--- config.mk ---
export PLATFORM = sky130hd
export DESIGN_NAME = axil_spram_ctrl
export DESIGN_NICKNAME = d
export VERILOG_FILES = /design/src/verilog/spram_pkg.sv /design/src/verilog/axil_spram_ctrl.sv
export SDC_FILE = /design/constraint.sdc
export NUM_CORES = 1
export LEC_CHECK = 0
export BUFFER_PORTS_ARGS = -buffer_cell sky130_fd_sc_hd__buf_2
export CAP_MARGIN = 20
export CORE_AREA = 2 2 87 89
export DETAILED_ROUTE_END_ITERATION = 6
export DIE_AREA = 0 0 89 91
export PLACE_DENSITY = 0.75
export SYNTH_ARGS = -nofsm -noshare
export SYNTH_HDL_FRONTEND = slang
export SYNTH_SLANG_ARGS = --single-unit
--- constraint.sdc ---
create_clock -name clk -period 2.1 [get_ports clk]
set_clock_uncertainty 0.05 [all_clocks]
set_input_delay 0.315 -clock clk [delete_from_list [all_inputs] [get_ports clk]]
set_output_delay 0.315 -clock clk [all_outputs]
set_load 0.01 [all_outputs]
--- src/verilog/spram_pkg.sv ---
`default_nettype none

package spram_pkg;

    // geometry of the one hardened macro we tile with
    parameter int macro_aw = 6;     // 64 words deep
    parameter int macro_dw = 32;    // 32 bits wide

    // AXI4-Lite side
    parameter int axil_aw = 16;     // byte address width

    parameter logic [1:0] resp_okay   = 2'b00;
    parameter logic [1:0] resp_slverr = 2'b10;

endpackage

`default_nettype wire

--- src/verilog/axil_spram_ctrl.sv ---
`default_nettype none

module axil_spram_ctrl
    import spram_pkg::*;
#(
    parameter int DW = 32,
    parameter int AW = 8
) (
    input  logic               clk,
    input  logic               rst_n,
    // write address
    input  logic               awvalid,
    output logic               awready,
    input  logic [axil_aw-1:0] awaddr,
    // write data
    input  logic               wvalid,
    output logic               wready,
    input  logic [DW-1:0]      wdata,
    input  logic [DW/8-1:0]    wstrb,
    // write response
    output logic               bvalid,
    input  logic               bready,
    output logic [1:0]         bresp,
    // read address
    input  logic               arvalid,
    output logic               arready,
    input  logic [axil_aw-1:0] araddr,
    // read data
    output logic               rvalid,
    input  logic               rready,
    output logic [DW-1:0]      rdata,
    output logic [1:0]         rresp,
    // memory side
    output logic               mem_ce,
    output logic               mem_we,
    output logic [DW-1:0]      mem_wmask,
    output logic [AW-1:0]      mem_addr,
    output logic [DW-1:0]      mem_din,
    input  logic [DW-1:0]      mem_dout
);

    localparam int off_w = $clog2(DW / 8);   // byte offset bits within a word

    typedef enum logic [1:0] {
        st_idle,
        st_rd_wait,
        st_b_pend,
        st_r_pend
    } state_t;

    state_t        state;
    logic          wr_go;      // aw and w handshake this cycle
    logic          rd_go;      // ar handshake this cycle
    logic          aw_ok;      // write address in range
    logic          ar_ok;      // read address in range
    logic [1:0]    resp_q;     // shared by b and r, only one is ever pending
    logic [DW-1:0] rdata_q;

    assign aw_ok = (awaddr[axil_aw-1:off_w+AW] == '0);
    assign ar_ok = (araddr[axil_aw-1:off_w+AW] == '0);

    // writes win when both are offered
    assign wr_go = (state == st_idle) && awvalid && wvalid;
    assign rd_go = (state == st_idle) && arvalid && !(awvalid && wvalid);

    assign awready = wr_go;
    assign wready  = wr_go;
    assign arready = rd_go;

    assign bvalid = (state == st_b_pend);
    assign bresp  = resp_q;
    assign rvalid = (state == st_r_pend);
    assign rresp  = resp_q;
    assign rdata  = rdata_q;

    // memory strobes go out in the handshake cycle
    assign mem_ce   = (wr_go && aw_ok) || (rd_go && ar_ok);
    assign mem_we   = wr_go && aw_ok;
    assign mem_addr = wr_go ? awaddr[off_w +: AW] : araddr[off_w +: AW];
    assign mem_din  = wdata;

    always_comb begin
        for (int i = 0; i < DW / 8; i++) begin
            mem_wmask[8*i +: 8] = {8{wstrb[i]}};   // byte strobe to bit mask
        end
    end

    always_ff @(posedge clk or negedge rst_n) begin
        if (!rst_n) begin
            state <= st_idle;
        end else begin
            case (state)
                st_idle: begin
                    if (wr_go) begin
                        state <= st_b_pend;
                    end else if (rd_go) begin
                        state <= st_rd_wait;
                    end
                end
                st_rd_wait: state <= st_r_pend;   // macro output lands here
                st_b_pend: begin
                    if (bready) begin
                        state <= st_idle;
                    end
                end
                st_r_pend: begin
                    if (rready) begin
                        state <= st_idle;
                    end
                end
                default: state <= st_idle;
            endcase
        end
    end

    always_ff @(posedge clk) begin
        if (wr_go) begin
            resp_q <= aw_ok ? resp_okay : resp_slverr;
        end else if (rd_go) begin
            resp_q <= ar_ok ? resp_okay : resp_slverr;
        end
        if (state == st_rd_wait) begin
            rdata_q <= (resp_q == resp_okay) ? mem_dout : '0;   // zero on slverr
        end
    end

endmodule

`default_nettype wire

==> results of run 1 <==
[registers in the layout, indices dropped and copies added, names as in the netlist]
name,cells
rdata,32
state,2
bresp,1
[logic make-up (layout without fill, tap and decap cells)]
kind of cell	count (synthesis)	in the layout
AO/OA/AOI/OAI	5	5
buffers and inverters	74	129
flip-flops	35	35
multiplexers	8	8
other	1	2
AND/OR/NAND/NOR	48	49
[per-layer routing]
layer  GRT usage  share of wire  vias to the layer above
li1            -              -                      607
met1      0.1018           0.34                      578
met2      0.2034           0.50                      132
met3     0.06000           0.16                        2
met4     0.04104         0.0079                        0
met5           0              0                        -
[critical path, delay by kind of cell (launching register included)]
kind / cells / cell delay (ns)
buffers and inverters: 1 / 0.13
flip-flops: 1 / 0.45
multiplexers: 1 / 0.35
AND/OR/NAND/NOR: 1 / 0.46
[power groups by stage]
stage	combinational (mW)	sequential (mW)	clock [mW]
after floorplan	0.396	1.22	0
final	0.702	1.11	0.445
after detailed placement	0.693	1.12	0
after global routing	0.768	1.13	0.486
after global placement	0.673	1.11	0
after CTS	0.711	1.11	0.457
[worst paths after layout]
path,from,end,cells after the start
worst min register to register,state[1]$_DFFE_PN0P_,state[0]$_DFFE_PN0P_,1
min in group asynchronous,rst_n,state[0]$_DFFE_PN0P_,2
worst max-delay path,state[1]$_DFFE_PN0P_,mem_addr[6],3
worst max register to register,state[1]$_DFFE_PN0P_,bresp[1]$_DFFE_PP_,3
worst min-delay path,rready,state[0]$_DFFE_PN0P_,3
max in group asynchronous,rst_n,state[1]$_DFFE_PN0P_,2
[timing repair]
item / 4_1_cts / 5_1_grt
endpoints found under the hold margin: 2 / 0
setup endpoints to repair: 2 / 2
resized for setup: 0 / 1
setup buffers: 1 / 0
hold buffers: 1 / 0
gates cloned: 1 / 0
pin swaps: 1 / 1
[area by class of cell]
cell class	instances	share of cell area
flip-flops and latches	35	0.4464
repair buffers	119	0.2607
multi-input cells	64	0.2017
well taps	99	0.05311
clock buffers	7	0.03273
inverters	2	0.003219
clock inverters	1	0.002146
[placed cells by master, fill, tap and decap left out]
cell / instances
a21oi_1: 2
a221o_1: 1
and2_1: 1
and2b_1: 2
and3_1: 1
and4bb_4: 2
buf_2: 115
buf_4: 3
clkbuf_1: 2
clkbuf_8: 5
clkinv_2: 1
conb_1: 2
dfrtp_1: 2
dlygate4sd3_1: 1
edfxtp_1: 33
inv_1: 2
mux2_2: 2
mux2_4: 6
nand2_1: 3
nand2b_1: 2
nand3_1: 1
nor2_1: 3
nor2b_1: 32
nor4_1: 2
o21ba_2: 1
o21bai_1: 1
==> run metrics, run 1 <==
CTS max path bufs 2; 1st-pass router iterations 4; Synth Area per Inst between 10 and 15 µm²; initial DRC count 43; Compound-Gate Fraction of Synth Area 0.01847; P_leak approximately 1.1 nW; final hold vios 0; Worst path slowest cell and4bb_4; final setup margin 0.06523 ns; Final Power roughly 2.3 mW; Gate power share 0.311; achievable frequency ~500 MHz; antenna viol nets, final 0; Syn Std Cell Area about 2000 µm²; Post-Layout Cell Count 327; Switch Pwr roughly 0.7 mW; Die H a little over 90 µm; Synth async-reset ratio 0.05714; Die ar. ~8100 µm²; n_diodes 0; count of pins over their slew limit 0; status finished, final reports clean; core outline area ~7000 µm²; CP arrival ~1.7 ns; Required @ worst endpoint roughly 1.7 ns; startpoint types flop; via count 1319; Setup Viol. Count Final 0; vias in the first global route around 1200; CP max FO 8; Design Area, Final around 2300 µm²; Post-Synth Adder-Cell Area 0; All-Layer GR Usage 0.1118; Root Driver clkbuf_8; die extent in x 89 µm; placed cell area approximately 2200 µm²; grt total ovfl 0; CTS clk-pin slew, worst paths roughly 0.060 ns; synth top area cells edfxtp_1 49%, buf_4 25%, nor2b_1 9.9%; R2R setup slack about 0.53 ns; WS Path Type reg2out; top cells by count, synth 68 x buf_4, 33 x edfxtp_1, 32 x nor2b_1, 6 x mux2_4; most frequent cell after synthesis buf_4; Flop pwr share 0.491; Layout fillers ~760; top_reg_cell synth edfxtp_1; mux contribution to synthesized area 0.05542; Cells after DPL 316; initial antenna violation count 0; Area Overhead vs Synth 14.78%; Post-Route WL 4.948 mm; kind of end point of the critical path output port; post-layout min period a little over 2 ns; Cells after Synth 171; layout cells sized above 1 0.5921; Switching Fraction 0.3033; Least-Margin Pin Slew approximately 0.68 ns; site row count 31; Cell Pwr Density around 970 nW/µm²; crit-path max cell delay between 0.4 and 0.5 ns; clock group share of total power 0.197; RSZ-0062 raised after global routing false; drt drc 0; vias per inst 4.034; layout net count 334; Synth Register Bits 35; Slew HR 0.5487; dpl hpwl 4.018 mm; Hold Worst Slack between 0.2 and 0.3 ns; period utilization 0.9689; Starting Density 0.2847; CTS tree built; I/O Pins approximately 220; Multi-input gate area between 400 and 500 µm²; top-area cell type share of the netlist area 0.4877; yosys warns 0; H-tree Lvls 2; internal power between 1.5 and 2 mW; CTS Buf Count 5; max_cap viols 0; Core Util, Final 0.3268; wire per inst ~15 µm; routability cong. about 0.70; count of cell types in the netlist 23; first-pass GRT wire length ~6.7 mm; largest net degree at the start of global routing 33; HP Class in2reg; clk_lat worst skew between 0.2 and 0.3 ns; Port-buffer cells between 100 and 150; CTS Sinks 35; number of flops mapped to enable cells by yosys 33; largest family of logic cells by synthesized area buffers and inverters; pre-CTS setup slack between 0.2 and 0.3 ns; Sequential Area 1041 µm²; post-synthesis xor/xnor area fraction 0; largest area contributor in the netlist edfxtp_1; simple-gate share of the synthesized area 0.1459; VDD IR-drop max just over 0.3 mV; critical path cell sequence and4bb_4, mux2_2, buf_2; setup tns final 0 ns; sequential-to-total area share from yosys stat 0.5123
No activity file was read; power rests on OpenSTA's default activity.
==> run 2, diff against run 1 <==
- BUFFER_PORTS_ARGS: -buffer_cell sky130_fd_sc_hd__buf_2 -> unset
- DONT_BUFFER_PORTS: unset -> 1
- PLACE_DENSITY: 0.75 -> 0.48
==> run 2 against run 1 <==
Against the previous run:
- die area stayed put
- first-iteration DRC count decreased by 58%
- flip-flop and latch count did not move
- power fell by 10%
- design area shrank 24%
- final cell count shrank 34%
- core utilization decreased by 7.7 points
- largest power group unchanged
==> run metrics, run 2 (synthesis gave the netlist of run 1 again) <==
status finished, final reports clean; core outline area 7137 µm² (unchanged); count of pins over their slew limit 0 (unchanged); clk_lat worst skew 0.28 ns (about the same); Least-Margin Pin Slew 0.5087 ns (-0.1683 ns); I/O Pins 222 (unchanged); site row count 31 (unchanged); initial antenna violation count 2 (+2); kind of end point of the critical path output port; pre-CTS setup slack 0.3202 ns (+0.03876 ns); first-pass GRT wire length 5.616 mm (-16%); final setup margin 0.1006 ns (+0.03533 ns); Gate power share 0.168 (-0.143); Worst path slowest cell dfrtp_1; wire per inst 18.93 µm (+25%); Cells after DPL 202 (-36%); Area Overhead vs Synth -12.38%; post-layout min period 1.999 ns (-0.03533 ns); Root Driver clkbuf_8; CTS Sinks 35 (unchanged); CP endpoint mem_addr[3]; Slew HR 0.6609 (+0.1122); critical path cell sequence and4bb_4, buf_4, mux2_4; startpoint of the worst hold path bready; H-tree Lvls 2 (unchanged); layout cells sized above 1 0.1913 (-0.4008); Final Power 2.022 mW (-10%); CP arrival 1.63 ns (-0.04 ns); max_cap viols 0 (unchanged); P_leak 0.6032 nW (-43%); vias in the first global route 1002 (-19%); CP max FO 9 (+1); CTS clk-pin slew, worst paths 0.07 ns (about the same); achievable frequency 500.1 MHz (+1.8%); Port-buffer cells 0 (-100%); CTS Buf Count 5 (unchanged); CTS resizes 0 (unchanged); max reg flops 32 (unchanged); vias per inst 4.361 (+8.1%); antenna viol nets, final 0 (unchanged); Cell Pwr Density 1135 nW/µm² (+17%); WS Path Type reg2out; VDD IR-drop max 0.2716 mV (-12%); period utilization 0.9521 (-0.01683); RSZ-0062 raised after global routing false; startpoint types flop; HP Class in2reg; dpl hpwl 3.287 mm (-18%); Starting Density 0.2847 (unchanged); worst reg2reg path depth 3 (unchanged); final hold vios 0 (unchanged); Flop pwr share 0.609 (+0.118); largest net degree at the start of global routing 33 (unchanged); Setup Viol. Count Final 0 (unchanged); Die ar. 8099 µm² (unchanged); via count 942 (-29%); Switching Fraction 0.3056 (+0.002246); Post-Route WL 4.088 mm (-17%); die extent in x 89 µm (unchanged); clock group share of total power 0.223 (+0.026); Post-Layout Cell Count 216 (-34%); Switch Pwr 0.6177 mW (-9.7%); Required @ worst endpoint 1.74 ns (about the same); Die H 91 µm (unchanged); routability cong. 0.6447 (-8.2%); drt drc 0 (unchanged); 1st-pass router iterations 4 (unchanged); All-Layer GR Usage 0.09361 (-0.01816); worst flop-to-flop path startpoint state[0]$_DFFE_PN0P_; grt total ovfl 0 (unchanged); crit-path max cell delay 0.44 ns (-0.02 ns); most common cell after layout, fill and taps aside edfxtp_1; commonest cells after routing, fill and taps aside 33 x edfxtp_1, 32 x nor2b_1, 6 x mux2_4, 5 x clkbuf_8, 5 x buf_4; internal power 1.404 mW (-11%); Crit. Startpoint state[0]$_DFFE_PN0P_; Worst R2R End bresp[1]$_DFFE_PP_; CTS max path bufs 2 (unchanged); R2R setup slack 0.49 ns (-0.04 ns); layout net count 221 (-34%); initial DRC count 18 (-58%); setup tns final 0 ns (unchanged); CTS tree built
==> run 2: metrics by stage <==
| stage | utilization | hold WS, ns | area, µm² |
|---|---|---|---|
| after floorplan | - | -0.03059 | 2036 |
| after global placement | 0.2328 | -0.03054 | 1662 |
| after detailed placement | 0.2328 | -0.03054 | 1662 |
| after CTS | 0.2456 | 0.1720 | 1753 |
| after global routing | 0.2495 | 0.1729 | 1780 |
| final | 0.2495 | 0.1872 | 1780 |
==> run 2: layout make-up <==
cell class / instances / area [µm²]
clock buffer: 7 / 76.32
fill: 773 / 5356
inverter: 2 / 7.507
timing repair buffer: 7 / 67.56
sequential: 35 / 1041
multi-input combinational: 63 / 454.2
antenna: 2 / 5.005
tap: 99 / 123.9
clock inverter: 1 / 5.005
==> run 2: layer usage <==
| metal | wire [µm] | global-route usage | part of all wire | up-vias |
|---|---|---|---|---|
| met5 | 0 | 0 | 0 | - |
| met4 | 70 | 0.04104 | 0.017 | 0 |
| met3 | 764 | 0.07727 | 0.19 | 5 |
| met2 | 2118 | 0.1567 | 0.52 | 146 |
| met1 | 1134 | 0.07788 | 0.28 | 408 |
| li1 | - | - | - | 383 |
==> run 2: timing repair <==
action / in CTS / in global routing
buffers inserted: 0 / 3
endpoints found under the hold margin: 2 / 0
hold buffers: 1 / 0
setup endpoints to repair: 0 / 1
==> run 2: how the worst min path moves through the flow <==
stage,endpoint,cells after the start
3_3_place_gp,state[1]$_DFFE_PN0P_,0
6_report,state[1]$_DFFE_PN0P_,2
2_1_floorplan,state[0]$_DFFE_PN0P_,0
4_1_cts,state[1]$_DFFE_PN0P_,2
3_5_place_dp,state[0]$_DFFE_PN0P_,0
5_1_grt,state[1]$_DFFE_PN0P_,2
==> run 2: power groups by stage <==
stage / registers [mW] / clock network [mW] / logic (mW)
final: 1.23 / 0.451 / 0.340
after CTS: 1.24 / 0.479 / 0.338
after global routing: 1.26 / 0.508 / 0.382
after detailed placement: 1.25 / 0 / 0.335
after floorplan: 1.22 / 0 / 0.396
after global placement: 1.24 / 0 / 0.326
==> run 2: worst max-delay path: cells and delay by family (launching register included) <==
kind                   cells  cell delay [ns]
muxes                      1             0.32
buffers and inverters      1             0.16
DFF                        1             0.44
and+or+nand+nor            1             0.44
